$ cat src/memPkg.sv
package memPkg;

    localparam int dataWidth       = 32;
    localparam int sbEntries       = 4;
    localparam int sbIndexWidth    = 2;
    localparam int sbDrainEntry    = sbEntries - 1;    // only the last entry drains.
    localparam int cacheLines      = 16;
    localparam int cacheIndexWidth = 4;
    localparam int memWords        = 256;
    localparam int memAddrWidth    = 8;
    localparam int memLatency      = 3;
    localparam int lanes           = dataWidth / 8;
    localparam int tagWidth        = dataWidth - cacheIndexWidth - 2;
    localparam int latCountWidth   = $clog2(memLatency + 1);

    typedef logic [dataWidth-1:0] word_t;
    typedef logic [lanes-1:0]     byteMask_t;
    typedef logic [tagWidth-1:0]  cacheTag_t;

    typedef enum logic [1:0] {
        stIdle,
        stFill,
        stWrite
    } cacheState_t;

    // one lane for a byte access, all lanes for a word.
    function automatic byteMask_t laneMask(input logic byteOp, input logic [1:0] offset);
        return byteOp ? (byteMask_t'(1) << offset) : '1;
    endfunction

    function automatic word_t mergeLanes(input word_t oldWord, input word_t newWord,
                                         input byteMask_t mask);
        word_t merged;
        merged = oldWord;
        for (int lane = 0; lane < lanes; lane++) begin
            if (mask[lane]) begin
                merged[8*lane +: 8] = newWord[8*lane +: 8];    // new lane wins.
            end
        end
        return merged;
    endfunction

endpackage

$ cat src/dataCache.sv
`timescale 1ns/1ps

module dataCache
    import memPkg::*;
(
    input  logic                    clk,
    input  logic                    rst,
    input  logic                    cacheRead,
    input  logic                    cacheWrite,
    input  word_t                   reqAddr,
    input  word_t                   writeData,
    input  byteMask_t               writeMask,
    output word_t                   readData,
    output logic                    cacheReady,
    output logic                    memRead,
    output logic                    memWrite,
    output logic [memAddrWidth-1:0] memAddr,
    output word_t                   memWriteData,
    output byteMask_t               memMask,
    input  word_t                   memReadData,
    input  logic                    memDone
);

    cacheTag_t                  tagArray  [cacheLines];
    word_t                      dataArray [cacheLines];
    logic [cacheLines-1:0]      lineValid;

    cacheState_t                state;
    cacheState_t                nextState;
    logic [cacheIndexWidth-1:0] index;
    cacheTag_t                  reqTag;
    logic                       tagHit;
    logic                       fillDone;
    logic                       writeDone;

    assign index  = reqAddr[cacheIndexWidth+1:2];
    assign reqTag = reqAddr[dataWidth-1:cacheIndexWidth+2];
    assign tagHit = lineValid[index] && (tagArray[index] == reqTag);

    assign memAddr      = reqAddr[memAddrWidth+1:2];
    assign memWriteData = writeData;
    assign memMask      = writeMask;

    // the read needs a tag check first; a write goes straight through.
    assign memRead  = (state == stFill);
    assign memWrite = (state == stWrite) || (state == stIdle && cacheWrite);

    assign fillDone  = (state == stFill) && memDone;
    assign writeDone = (state == stWrite) && memDone;

    always_comb begin
        nextState  = state;
        cacheReady = 1'b0;
        readData   = dataArray[index];
        case (state)
            stIdle: begin
                if (cacheWrite) begin
                    nextState = stWrite;
                end else if (cacheRead) begin
                    if (tagHit) begin
                        cacheReady = 1'b1;    // hit answers at once.
                    end else begin
                        nextState = stFill;
                    end
                end
            end
            stFill: begin
                if (memDone) begin
                    readData   = memReadData;    // bypass the line being filled.
                    cacheReady = 1'b1;
                    nextState  = stIdle;
                end
            end
            stWrite: begin
                if (memDone) begin
                    cacheReady = 1'b1;
                    nextState  = stIdle;
                end
            end
            default: begin
                nextState = stIdle;
            end
        endcase
    end

    always_ff @(posedge clk) begin
        if (rst) begin
            state     <= stIdle;
            lineValid <= '0;
        end else begin
            state <= nextState;
            if (fillDone) begin
                lineValid[index] <= 1'b1;
            end
        end
    end

    // a write only touches a line it already owns.
    always_ff @(posedge clk) begin
        if (fillDone) begin
            tagArray[index]  <= reqTag;
            dataArray[index] <= memReadData;
        end else if (writeDone && tagHit) begin
            dataArray[index] <= mergeLanes(dataArray[index], writeData, writeMask);
        end
    end

endmodule

$ cat config.mk
export PLATFORM = sky130hd
export DESIGN_NAME = dataCache
export DESIGN_NICKNAME = d
export VERILOG_FILES = /design/src/memPkg.sv /design/src/dataCache.sv
export SDC_FILE = /design/constraint.sdc
export NUM_CORES = 1
export LEC_CHECK = 0
export BUFFER_PORTS_ARGS = -buffer_cell sky130_fd_sc_hd__clkbuf_2
export CAP_MARGIN = 20
export CORE_ASPECT_RATIO = 0.6
export CORE_MARGIN = 4
export CORE_UTILIZATION = 57
export DETAILED_ROUTE_END_ITERATION = 10
export PLACE_DENSITY = 0.76
export SLEW_MARGIN = 20
export SYNTH_ARGS = -nofsm -noshare
export SYNTH_HDL_FRONTEND = slang
export SYNTH_SLANG_ARGS = --single-unit
$ cat constraint.sdc
create_clock -name clk -period 13.6 [get_ports clk]
set_input_delay 0.68 -clock clk [delete_from_list [all_inputs] [get_ports clk]]
set_output_delay 0.68 -clock clk [all_outputs]
set_load 0.02 [all_outputs]
[Word-level counts from Yosys, hierarchy flattened]
Memories as Yosys holds them, arrays and structs flattened.
Cells that the tools add are included.
W data, S select, Z words.
Cells by class
  muxes and demuxes: 34
  bitwise logic cells: 2
  order comparisons: 2
  equality and inequality tests: 6
  div/mod/pow operators: 0
  $add $sub $neg: 0
  shifts and indexed selects: 0
  reductions and logical operators: 10
  $mul: 0
Operators by type and width (count)
  $mux W32: 3
  $mux W8: 12
  $eq A26 B26 Y1: 1
  $or A16 B16 Y16: 1
  $mux W1: 11
  $mux W2: 4
  $logic_and A1 B1 Y1: 6
  $ne A3 B3 Y1 const B: 2
  $lt A4 B5 Y1 const B: 1
  $bmux W1 S4: 1
  $demux W1 S4: 1
  $ge A4 B1 Y1 const B: 1
  $pmux W2 S2: 1
  $reduce_and A3 Y1: 1
  $eq A2 B1 Y1 const B: 1
  $eq A2 B2 Y1 const B: 1
  $logic_not A2 Y1: 1
  $ne A2 B1 Y1 const B: 1
  $pmux W1 S2: 1
  $reduce_or A2 Y1: 1
  $logic_or A1 B1 Y1: 1
  $or A1 B1 Y1: 1
Word-level totals
  memories: 2
  bits in latches: 0
  bits in writable memories: 928
  input bits: 105
  bits in registers: 18
  memory bits (read-only): 0
Memories
  dataArray: words 16, bits a word 32, read ports 1, clocked after Yosys merged registers in 0, wr ports 1, RTL line dataCache.sv:25  | word_t dataArray [cacheLines];
  tagArray: words 16, bits a word 26, read ports 1, clocked after Yosys merged registers in 0, wr ports 1, RTL line dataCache.sv:24  | cacheTag_t tagArray [cacheLines];

[Logic depth before layout (Yosys ltp)]
  depth in word-level cells: 8
  gate-level depth with buffers: 14

[Least setup slack after synthesis]
OpenSTA, ideal clock, no wires.
  path type: input to register
  from: input reqAddr[2]
  to: memory dataArray[12][0] (netlist name), enable pin
  cell stages on the path: 9
  data arrival time: 7.832 ns
  setup slack: 5.173 ns
  path buffers: 2
  data required time: 13.005 ns
  cell sequence: buf_6 -> buf_6 -> mux4_2 -> mux4_2 -> xnor2_1 -> a21boi_0 -> and4_1 -> nand4_2 -> a2111oi_0
On the way
  longest elaborated chain between the ends: 8
  elaborated cells between the ends (all ways): 10
RTL lines
  from (decl): RTL line dataCache.sv:10  | input word_t reqAddr,
  $mem_v2 Z16 W26 / $bmux W1 S4 (equally long branches)
  $eq A26 B26 Y1 / $mux W1 (equally long branches): RTL line dataCache.sv:38  | assign tagHit = lineValid[index] && (tagArray[index] == reqTag);
  $logic_and A1 B1 Y1: RTL line dataCache.sv:38
  $logic_and A1 B1 Y1: RTL line dataCache.sv:103  | end else if (writeDone && tagHit) begin
  $mux W1: RTL line dataCache.sv:103
  $mux W1: RTL line dataCache.sv:100  | if (fillDone) begin
  $mux W1 (implied by the code): RTL line dataCache.sv:104  | dataArray[index] <= mergeLanes(dataArray[index], writeData, writeMask);
  $or A1 B1 Y1 (no source line)
  to (decl): RTL line dataCache.sv:25
Parallel ways exist; a longest one is shown, timed or not. The select of a mux whose other input is x is not followed.

[Final worst setup path]
  from: input reqAddr[3]
  to: memory dataArray[14][8] (netlist name), enable pin
Same word-level chain as after synthesis.

==> impl_metrics.yaml <==
routing:
  drt-wirelength-per-cell_microns: 29.5
  routed_wl_microns: 87000
  wl_met2_microns: 40500
  post-route-drc-count: 0
  ant_nets: 0
  drtIter0Drc: 2300
  vias_per_cell: 6.44
  topRoutingLayerUsed: "met5"
  num_vias: 19000
  m1WireLength_microns: 35400
  met3_length_microns: 9400
  first_pass_iters: 5
sta:
  fin_setup_tns_ns: 0
  finalHoldViolCount: 0
  period_needed_ns: 5.86
  finalCritPeriodShare: 0.431
  fmax_ghz: 0.171
  slew_violations: 0
  setup_viol: 0
  rsz0062_at_grt: "false"
  worstMarginPinSlew_ns: 1.06
  hold_slack_ns: 0.350
  finClkSkew_ns: 0.0273
  relSlewSlack: 0.292
power_and_ir_drop:
  switching_share: 0.212
  p_switching_w: 0.00127
  p_leak_nw: 14.1
  intPower_w: 0.00473
  peakVddDrop_mv: 0.110
  powerDensity_nw_per_um2: 139
  combPwrFrac: 0.065
  clkPwrFrac: 0.400
  seq_power_share: 0.535
layout:
  final_util: 0.650
  drive_gt1_frac: 0.363
  stdcell_count: 2952
  synthToLayoutAreaGrowth_pct: 12.3
  fin_nets: 2092
  fill_cells: 4238
synth:
  netlist_top_cells_area: "edfxtp_1, mux4_2, mux2_2"
  synthesis.area_sq_um: 38500
  ys_warn_count: 0
  yosys_register_bits: 946
  ys_seq_area_frac: 0.733
  synth.avg_cell_area_sq_um: 21.3
  yosysTopAreaCellShare: 0.723
  yosysUniqueCellTypes: 68
  synth_top_cell_by_area: "edfxtp_1"
  synthFlopType: "edfxtp_1"
  synth_edf_count: 928
  synth_cells: 1809
  syn_nets: 1918
  async_flop_share: 0
job:
  cap_violations: 0
floorplan:
  io_pins: 184
  row_count: 73
  die_y_microns: 209
  die_area_sq_um: 72000
  initial_core_util: 0.579
  core_area_sq_um: 66600
  die_x_microns: 344
critical_path:
  reg2reg_from: "tagArray[6][5]"
  reg2reg_depth: 9
  cp.required_ns: 13.86
  reg2reg_to: "dataArray[14][8]"
  crit_path_end: "dataArray[14][8]"
  r2r_slack_ns: 9.00
  critPathLaunch: "reqAddr[3]"
  cp-start-kind: "primary input"
  critical_path_arrival_ns: 6.12
  cp-end-kind: "flop"
  crit_type: "in2reg"
  crit_path_max_fanout: 89
outcome:
  status: "finished, final reports clean"
grt:
  track_usage: 0.246
  grt_pass1_vias: 19200
  grt_overflow: 0
  grt_start_max_net_pins: 90
  antenna_found_initial: 2
  grt_pass1_wl_microns: 129000
worst_hold_path:
  min_path_type: "in2reg"
  holdCritStartpoint: "cacheRead"
clock_network:
  cts-buffers-inserted: 83
  clock-sinks: 946
  clock_path_buffers: 3
  cts.reportedPaths.clkPinSlew_ns: 0.06
  postCtsHoldBufs: 0
  clock-root-buffer: "clkbuf_16"
  clk_latency_ns: 0.64
  postCtsSetupBuffers: 0
  cts-htree-levels: 3
  cts_tree: "yes"
  post_cts_resized: 0
placed_design:
  portBuffers: 181
  dp_hpwl_microns: 48500
  dp_cells: 2792
  routabilityCongestion: 0.903
## stage by stage
| stage | worst slack [ns] | total power, W | instance area, sq um |
|---|---|---|---|
| after floorplan | 5.17 | 0.00354 | 38500 |
| final | 7.74 | 0.00600 | 43300 |
| after global routing | 7.38 | 0.00618 | 43300 |
| after CTS | 7.79 | 0.00603 | 43100 |
| after global placement | 6.74 | 0.00365 | 40300 |
| after detailed placement | 7.11 | 0.00366 | 40300 |
## layout by cell type, fill, tap and decap left out, types with 5 or more instances in the layout
master and n:
edfxtp_1 928, mux4_2 245, clkbuf_2 177, clkbuf_16 87, mux2_2 76, mux2i_1 64
nand2_1 48, buf_4 40, nor2_1 39, mux2_4 31, a22oi_1 24, inv_1 18
dfxtp_1 18, clkinv_1 17, clkinv_2 16, clkbuf_1 13, nand3_1 12, xor2_1 12
nor2_4 12, xnor2_1 11, o22ai_1 10, a21oi_1 10, bufinv_16 9, a211oi_4 8
a21oi_4 6, and3_1 5, a221oi_1 5, clkbuf_8 5, buf_16 5
## cell type report
type	instances	area, sq um	area share
repair buffers	226	1390	0.0322
clock buffers	105	2290	0.0530
clock inverters	47	464	0.0107
diodes	2	5.00	0.000116
inverters	20	76.3	0.00176
well taps	900	1130	0.0260
flip-flops and latches	946	28200	0.653
multi-input cells	706	9670	0.224
## critical path, cell delays in order
cell	delay, ns
buf_8	0.64
buf_4	0.67
nor2b_1	0.63
a22oi_1	0.18
nand2_1	0.12
xnor2_1	0.07
o41ai_1	0.91
and4_1	0.36
nand4_2	0.44
buf_16	0.35
a2111oi_2	0.36
buf_4	0.60
## cells in the mapped netlist, types with 4 or more instances
| cell | n |
|---|---|
| nor3_1 | 7 |
| a31oi_1 | 4 |
| mux2_4 | 31 |
| a21oi_1 | 16 |
| nand2_1 | 49 |
| buf_4 | 52 |
| dfxtp_1 | 18 |
| mux4_1 | 4 |
| o22ai_1 | 10 |
| o21ai_0 | 4 |
| mux4_2 | 245 |
| buf_1 | 17 |
| a211oi_1 | 10 |
| nor2_1 | 51 |
| buf_6 | 16 |
| inv_1 | 19 |
| and3_1 | 5 |
| nor2b_1 | 4 |
| a22oi_1 | 24 |
| a221oi_1 | 5 |
| buf_2 | 12 |
| nand3_1 | 12 |
| mux2_2 | 76 |
| xnor2_1 | 11 |
| xor2_1 | 12 |
| mux2i_1 | 64 |
| ha_1 | 4 |
| edfxtp_1 | 928 |
| clkbuf_1 | 38 |
## state kept, by name, indices dropped and copies added (netlist names)
name       flops
lineValid     16
state          2
dataArray    512
tagArray     416
## how the worst min path moves through the flow
stage                    endpoint  slack [ns]  depth (start not counted)
CTS                      state[0]        0.30                          3
finish                   state[0]        0.35                          3
global route             state[0]        0.34                          3
detailed placement   lineValid[3]        0.46                          2
global placement     lineValid[6]        0.44                          2
floorplan           lineValid[10]        0.43                          2
## kinds of logic (layout without fill, tap and decap cells)
logic type | count (synthesis) | after routing | share of synthesized area
xor+xnor | 24 | 24 | 0.00565
mux | 421 | 421 | 0.197
simple gates | 150 | 150 | 0.0184
flops | 946 | 946 | 0.733
fa+ha+maj | 4 | 4 | 0.00130
buf+inv | 157 | 398 | 0.0243
compound gates | 107 | 107 | 0.0205
other cells | 0 | 2 | 0
## power by group through the flow
stage | combinational [W] | clock, W | sequential (W)
6_report | 0.000392 | 0.00240 | 0.00321
5_1_grt | 0.000419 | 0.00256 | 0.00321
4_1_cts | 0.000391 | 0.00243 | 0.00321
3_5_place_dp | 0.000389 | 0 | 0.00327
3_3_place_gp | 0.000377 | 0 | 0.00327
2_1_floorplan | 0.000264 | 0 | 0.00327
## layer usage
layer  up-vias  global-route usage
met5         -                   0
li1       7867                   -
met4         4              0.0563
met3       146              0.0583
met1      9954               0.368
met2      1026               0.375
No activity file was read; power rests on OpenSTA's default activity.
