--- src/memPkg.sv ---
package memPkg;

    localparam int dataWidth       = 32;
    localparam int sbEntries       = 4;
    localparam int sbIndexWidth    = 2;
    localparam int sbDrainEntry    = sbEntries - 1;    // only the last entry drains.
    localparam int cacheLines      = 16;
    localparam int cacheIndexWidth = 4;
    localparam int memWords        = 256;
    localparam int memAddrWidth    = 8;
    localparam int memLatency      = 3;
    localparam int lanes           = dataWidth / 8;
    localparam int tagWidth        = dataWidth - cacheIndexWidth - 2;
    localparam int latCountWidth   = $clog2(memLatency + 1);

    typedef logic [dataWidth-1:0] word_t;
    typedef logic [lanes-1:0]     byteMask_t;
    typedef logic [tagWidth-1:0]  cacheTag_t;

    typedef enum logic [1:0] {
        stIdle,
        stFill,
        stWrite
    } cacheState_t;

    // one lane for a byte access, all lanes for a word.
    function automatic byteMask_t laneMask(input logic byteOp, input logic [1:0] offset);
        return byteOp ? (byteMask_t'(1) << offset) : '1;
    endfunction

    function automatic word_t mergeLanes(input word_t oldWord, input word_t newWord,
                                         input byteMask_t mask);
        word_t merged;
        merged = oldWord;
        for (int lane = 0; lane < lanes; lane++) begin
            if (mask[lane]) begin
                merged[8*lane +: 8] = newWord[8*lane +: 8];    // new lane wins.
            end
        end
        return merged;
    endfunction

endpackage

--- src/storeBuffer.sv ---
`timescale 1ns/1ps

module storeBuffer
    import memPkg::*;
(
    input  logic      clk,
    input  logic      rst,
    input  logic      enable,
    input  logic      writeOp,
    input  logic      readOp,
    input  logic      byteOp,
    input  word_t     addr,
    input  word_t     storeData,
    input  word_t     cacheReadData,
    input  logic      cacheReady,
    output word_t     loadData,
    output logic      loadValid,
    output logic      stall,
    output logic      cacheRead,
    output logic      cacheWrite,
    output word_t     reqAddr,
    output word_t     drainAddr,
    output word_t     drainData,
    output byteMask_t drainMask
);

    word_t                   entryAddr [sbEntries];
    word_t                   entryData [sbEntries];
    byteMask_t               entryMask [sbEntries];
    logic [sbEntries-1:0]    entryValid;

    logic                    storeReq;
    logic                    loadReq;
    logic                    full;
    logic                    hit;
    logic                    covered;
    logic                    drainBusy;
    logic                    storeStall;
    logic                    loadStall;
    logic [sbIndexWidth-1:0] hitIdx;
    logic [sbIndexWidth-1:0] freeIdx;
    logic [sbIndexWidth-1:0] targetIdx;
    byteMask_t               reqMask;
    byteMask_t               hitMask;
    word_t                   storeLanes;
    word_t                   forwardWord;

    assign storeReq   = enable & writeOp;
    assign loadReq    = enable & readOp;
    assign reqMask    = laneMask(byteOp, addr[1:0]);
    assign storeLanes = byteOp ? {lanes{storeData[7:0]}} : storeData;    // mask picks the lane.
    assign full       = &entryValid;

    // lowest valid entry holding the same word.
    always_comb begin
        hit    = 1'b0;
        hitIdx = '0;
        for (int i = sbEntries - 1; i >= 0; i--) begin
            if (entryValid[i] && entryAddr[i][dataWidth-1:2] == addr[dataWidth-1:2]) begin
                hit    = 1'b1;
                hitIdx = sbIndexWidth'(i);
            end
        end
    end

    always_comb begin
        freeIdx = '0;
        for (int i = sbEntries - 1; i >= 0; i--) begin
            if (!entryValid[i]) begin
                freeIdx = sbIndexWidth'(i);
            end
        end
    end

    assign hitMask   = hit ? entryMask[hitIdx] : '0;
    assign covered   = hit && ((hitMask & reqMask) == reqMask);
    assign targetIdx = hit ? hitIdx : freeIdx;

    // buffered lanes over the cache word.
    assign forwardWord = mergeLanes(cacheReadData, entryData[hitIdx], hitMask);
    assign loadData    = byteOp ? {{(dataWidth-8){1'b0}}, forwardWord[8*addr[1:0] +: 8]}
                                : forwardWord;

    // a drain once started holds until the cache finishes it.
    assign cacheWrite = full & (drainBusy | ~loadReq);
    assign cacheRead  = loadReq & ~covered & ~drainBusy;
    assign loadValid  = loadReq & ~drainBusy & (covered | cacheReady);

    assign drainAddr = entryAddr[sbDrainEntry];
    assign drainData = entryData[sbDrainEntry];
    assign drainMask = entryMask[sbDrainEntry];
    assign reqAddr   = cacheWrite ? drainAddr : addr;

    // a hit on the draining entry waits too, or its merge would be lost.
    assign storeStall = storeReq & full & (~hit | (hitIdx == sbIndexWidth'(sbDrainEntry)));
    assign loadStall  = loadReq & (drainBusy | (~covered & ~cacheReady));
    assign stall      = storeStall | loadStall;

    always_ff @(posedge clk) begin
        if (rst) begin
            entryValid <= '0;
            drainBusy  <= 1'b0;
        end else begin
            drainBusy <= cacheWrite & ~cacheReady;
            if (cacheWrite && cacheReady) begin
                entryValid[sbDrainEntry] <= 1'b0;    // written through to memory.
            end
            if (storeReq && !stall && !hit) begin
                entryValid[freeIdx] <= 1'b1;
            end
        end
    end

    always_ff @(posedge clk) begin
        if (storeReq && !stall) begin
            entryAddr[targetIdx] <= {addr[dataWidth-1:2], 2'b00};
            entryData[targetIdx] <= mergeLanes(entryData[targetIdx], storeLanes, reqMask);
            entryMask[targetIdx] <= hitMask | reqMask;
        end
    end

endmodule

--- config.mk ---
export PLATFORM = sky130hd
export DESIGN_NAME = storeBuffer
export DESIGN_NICKNAME = d
export VERILOG_FILES = /design/src/memPkg.sv /design/src/storeBuffer.sv
export SDC_FILE = /design/constraint.sdc
export NUM_CORES = 1
export LEC_CHECK = 0
export BUFFER_PORTS_ARGS = -buffer_cell sky130_fd_sc_hd__clkbuf_2
export CAP_MARGIN = 20
export CORE_ASPECT_RATIO = 0.5
export CORE_MARGIN = 2
export CORE_UTILIZATION = 42
export CTS_CLUSTER_SIZE = 12
export DETAILED_ROUTE_END_ITERATION = 8
export PLACE_DENSITY_LB_ADDON = 0.3
export SETUP_SLACK_MARGIN = 0.3
export SLEW_MARGIN = 25
export SYNTH_ARGS = -nofsm -noshare
export SYNTH_HDL_FRONTEND = slang
export SYNTH_SLANG_ARGS = --single-unit
--- constraint.sdc ---
create_clock -name clk -period 9.5 [get_ports clk]
set_input_delay 0.475 -clock clk [delete_from_list [all_inputs] [get_ports clk]]
set_output_delay 0.475 -clock clk [all_outputs]
set_load 0.1 [all_outputs]
# [Word level (Yosys, flattened, before mapping)]
# Memory sizes are Yosys's and may differ from the RTL's.
# Cells that the tools add are included.
[word_totals] ram_bits=264 mem_count=3 register_bits=5 rom_bits=0 wordCells=98 latchBits=0
[classes] shift=2 bitwise=25 muxes=37 eq_ne=10 addsub=0 magnitude_cmp=2 reduce_logical=16 n_mul=0 n_div=0
[memory_table] memory="entryData" depth=4 word_bits=32 rd=2 rd_clocked_by_memory_dff=0 write_ports=1 line_no="storeBuffer.sv:28" rtl="word_t entryData [sbEntries];"
[memory_table] memory="entryAddr" depth=4 word_bits=30 rd=4 rd_clocked_by_memory_dff=0 write_ports=1 line_no="storeBuffer.sv:27" rtl="word_t entryAddr [sbEntries];"
[memory_table] memory="entryMask" depth=4 word_bits=4 rd=2 rd_clocked_by_memory_dff=0 write_ports=1 line_no="storeBuffer.sv:29" rtl="byteMask_t entryMask [sbEntries];"
[op_table] op="30-bit == test" n=4
[op_table] op="32-bit 2-to-1 mux" n=3
[op_table] op="8-bit 2-to-1 mux" n=12
[op_table] op="32-bit by 6-bit variable part select with 8-bit output" n=1
[op_table] op="2-bit 2-to-1 mux" n=9
[op_table] op="1-bit bitwise AND" n=12
[op_table] op="4-bit 2-to-1 mux" n=3
[op_table] op="1-bit logical AND" n=9
[op_table] op="1-bit 2-to-1 mux" n=9
[op_table] op="2-bit != test, second input constant" n=4
[op_table] op="4-bit bitwise OR" n=2
[op_table] op="2-bit AND reduction" n=4
[op_table] op="1-bit inverter" n=5
[op_table] op="1-bit bitwise OR" n=5
[op_table] op="4-bit bitwise AND" n=1
[op_table] op="4-bit == test" n=1
[op_table] op="4-bit AND reduction" n=1
[op_table] op="1-bit by 2-bit left shift with 4-bit output, first input constant" n=1
[op_table] op="2-bit by 3-bit < comparator with 1-bit output, second input constant" n=1
[op_table] op="1-bit demux with 2-bit select" n=1
[op_table] op="2-bit == test, second input constant" n=1
[op_table] op="2-bit by 1-bit >= comparator with 1-bit output, second input constant" n=1
[op_table] op="1-bit zero test" n=2

# [Depth between registers and ports, before layout]
# An unclocked memory read counts as a cell.
[depth] depth_word=22 depth_mapped=13

# [Worst setup path after synthesis]
# No wires, ideal clock.
[synth_path] path_kind="input -> output" from="in addr[5]" to="out cacheRead" n_path_buf=3 slack_ns=4.017 arrival_time_ns=5.008 path_stages=12 path_cell_list="clkbuf_1 > xnor2_1 > nand4_1 > or4_4 > or3_4 > buf_6 > and3_4 > o41a_1 > buf_6 > a2bb2o_1 > a211oi_1 > nor3_1"
[synth_via] elab_chain_cells=14
[synth_lines] item="start: declaration" line_no="storeBuffer.sv:12" rtl="input word_t addr,"
[synth_lines] item="30-bit == test" line_no="storeBuffer.sv:59" rtl="if (entryValid[i] && entryAddr[i][dataWidth-1:2] == addr[dataWidth-1:2]) begin"
[synth_lines] item="1-bit logical AND" line_no="storeBuffer.sv:59"
[synth_lines] item="2-bit 2-to-1 mux (4 in series)" line_no="storeBuffer.sv:59"
[synth_lines] item="memory read 4 x 4 bit"
[synth_lines] item="4-bit 2-to-1 mux" line_no="storeBuffer.sv:75" rtl="assign hitMask = hit ? entryMask[hitIdx] : '0;"
[synth_lines] item="4-bit bitwise AND" line_no="storeBuffer.sv:76" rtl="assign covered = hit && ((hitMask & reqMask) == reqMask);"
[synth_lines] item="4-bit == test" line_no="storeBuffer.sv:76"
[synth_lines] item="1-bit logical AND (*)" line_no="storeBuffer.sv:76"
[synth_lines] item="1-bit inverter (*)" line_no="storeBuffer.sv:86" rtl="assign cacheRead = loadReq & ~covered & ~drainBusy;"
[synth_lines] item="1-bit bitwise AND (*) (2 in series)" line_no="storeBuffer.sv:86"
[synth_lines] item="end: declaration" line_no="storeBuffer.sv:19" rtl="output logic cacheRead,"
# Mark *: on every way between the ends. The rest lies on a longest branch, timed or not.

==> metrics.txt <==
outcome finished, final reports clean; synth top area cells edfxtp_1 62%, xnor2_1 6.5%, nand4_1 2.6%; Via density ~5.6; clock sink count 269; Setup CP Type reg2out; Crit path arrival time 5.26 ns; Mapped Area ~0.013 mm²; Final Hold Fails 0; crit end category output port; Mapped Cells approximately 1,000; DR pass1 iterations 6; hpwl dp approximately 27 mm; Seq cells post-synth between 200 and 300; register area share after synthesis between 60 and 70%; CTS tree done; RSZ-0062 raised after global routing no; Antenna diodes 0; # fillers 2,676; area share of the largest cell type after synthesis between 60 and 70%; antenna violations before repair 0; Final Non-Filler Cells approximately 1.6k; startpoint types flop; post-cts gate resize count 0; routed via count 8,909; worst IR drop on VDD between 100 and 150 µV; die height approximately 130 µm; Post-CTS Setup Repair Bufs 0; die width between 200 and 300 µm; Placed Cells 1,562; predominant post-synthesis flop cell edfxtp_1; Slew Limit Fails 0; number of global-route vias before repair 8,541; Least-Margin Pin Slew roughly 1.0 ns; post-synthesis cell type count between 60 and 70; CP max FO 11; worst-case clock buffer depth 3; Syn Area/Cell about 13 µm²; clk slew on worst S/H paths approximately 0.060 ns; Clock Skew between 0.02 and 0.025 ns; LEAKAGE around 5.3 nW; number of port buffers 236; total CTS buffers 26; Max Freq 174 MHz; post-route clock period utilization between 60% and 70%; Final Routed Wirelength approximately 37 mm; Seq. cell area 0.00803 mm²; Max Cap Violations 0; IO Pins ~240; biggest area consumer among synthesized cells edfxtp_1; TNS Setup 0 ns; Final ANT Viol Nets 0; die area 0.0318 mm²; global route overflow 0; pin count of the biggest net entering global routing 67; Placer Congestion between 0.9 and 1; Hold Buf Count CTS 0; Row Count 45; Post-synth EDFFs approximately 260; DR iter-0 viols approximately 910; layout cells sized above 1 around 28%; initial core utilization approximately 42%; async set or reset register ratio after synthesis 0%; Core Area approximately 0.03 mm²; Worst-Skew Late Latency 0.55 ns; H-tree levels 1; # nets final approximately 1.3k; Power Density 174 mW/mm²; Warnings, synthesis 0; Remaining DRCs 0; relative slew slack 33.0%; CTS root buffer clkbuf_16; Area Overhead vs Synth 17.5%; Final min period 5.74 ns; # setup viols final 0; DR WL/cell between 20 and 25 µm; Tot GR Track Use between 20% and 30%; first-pass GRT wire length between 50 and 60 mm; area of the multi-input gates between 0.004 and 0.005 mm²; required time of the critical path roughly 9 ns; Hold Crit Class in2reg; post-layout util about 50%
## where the power goes
| group | total [mW] | internal, mW | switching [mW] |
|---|---|---|---|
| Clock | 0.960 | 0.531 | 0.428 |
| Combinational | 0.320 | 0.0723 | 0.248 |
| Sequential | 1.33 | 1.32 | 0.00578 |
| Total | 2.61 | 1.93 | 0.682 |
## routing by layer
layer	global-route usage (%)	vias up	wire, µm
li1	-	4085	-
met1	31.2	4388	16000
met2	38.3	364	17600
met3	3.32	72	2160
met4	6.31	0	1180
met5	0	-	0
## sequential cells by signal (all words and copies together) (netlist names)
register,flops
entryAddr,120
entryMask,16
drainBusy,1
entryValid,4
entryData,128
## metrics by stage
stage	cell area, µm²	hold slack, ns	power, mW	worst slack [ns]
floorplan	12700	0.486	1.59	4.02
global placement	14200	0.572	1.67	3.99
detailed placement	14200	0.595	1.67	4.07
CTS	14900	0.142	2.62	3.84
global route	15000	0.146	2.68	3.59
finish	15000	0.155	2.61	3.76
## path summary, 6_finish.rpt
kind / start / endpoint / slack [ns] / cells past startpoint
min reg2reg: entryValid[2] / entryValid[2] / 0.60 / 2
min: cacheReady / drainBusy / 0.16 / 2
max: entryAddr[3][18] / loadData[1] / 3.76 / 10
max reg2reg: entryAddr[3][18] / entryData[3][2] / 4.33 / 10
## critical path: stages, from the launching register on
cell      delay [ns]
edfxtp_1        0.43
xnor2_1         0.44
nand4_1         0.17
or4_1           0.64
a211oi_1        0.50
and3_1          0.25
o41a_1          0.67
mux2_4          0.36
a211oi_1        0.54
o221ai_1        0.27
clkbuf_2        0.43
## cells in the mapped netlist (4+ instances only)
| cell | n |
|---|---|
| nand2b_1 | 19 |
| o221ai_1 | 15 |
| mux2_4 | 7 |
| and3_1 | 4 |
| o21a_1 | 10 |
| or2_2 | 5 |
| mux2i_1 | 17 |
| clkbuf_1 | 32 |
| xnor2_1 | 94 |
| nand4_1 | 53 |
| nand2_1 | 42 |
| xor2_1 | 17 |
| nor2_1 | 66 |
| nor3_1 | 22 |
| inv_1 | 42 |
| mux2_2 | 29 |
| o22ai_1 | 25 |
| nor2b_1 | 18 |
| dfxtp_1 | 5 |
| xnor2_2 | 4 |
| a211oi_1 | 24 |
| edfxtp_1 | 264 |
| buf_2 | 21 |
| o21ai_0 | 32 |
| and2_1 | 10 |
| a21oi_1 | 16 |
| nor4_1 | 15 |
| buf_6 | 5 |
| or3_1 | 4 |
| nand3_1 | 11 |
| or4_1 | 7 |
## final cells by class
type	instances	share of cell area (%)
clock buffer	39	4.67
clock inverter	3	0.334
inverter	42	1.05
multi-input combinational	608	28.5
sequential	269	53.6
tap	399	3.34
timing repair buffer	245	8.43
## placed cells by master, fill, tap and decap left out, types with 18 or more instances in the layout
cell type / count
inv_1: 42
xnor2_1: 94
a211oi_1: 24
nor2b_1: 18
o22ai_1: 25
o21ai_0: 32
mux2_2: 29
edfxtp_1: 264
nand2b_1: 19
nand4_1: 53
clkbuf_16: 26
nor3_1: 22
nand2_1: 42
clkbuf_2: 236
nor2_1: 65
## cell families after synthesis
kind of cell / share of synthesized area, %
other: 0.0294
buffers and inverters: 3.60
AND/OR/NAND/NOR: 12.0
multiplexers: 4.73
flip-flops: 63.0
AO/OA/AOI/OAI: 8.44
XOR/XNOR: 8.14
Note: power is estimated with default switching activity, not from simulation.
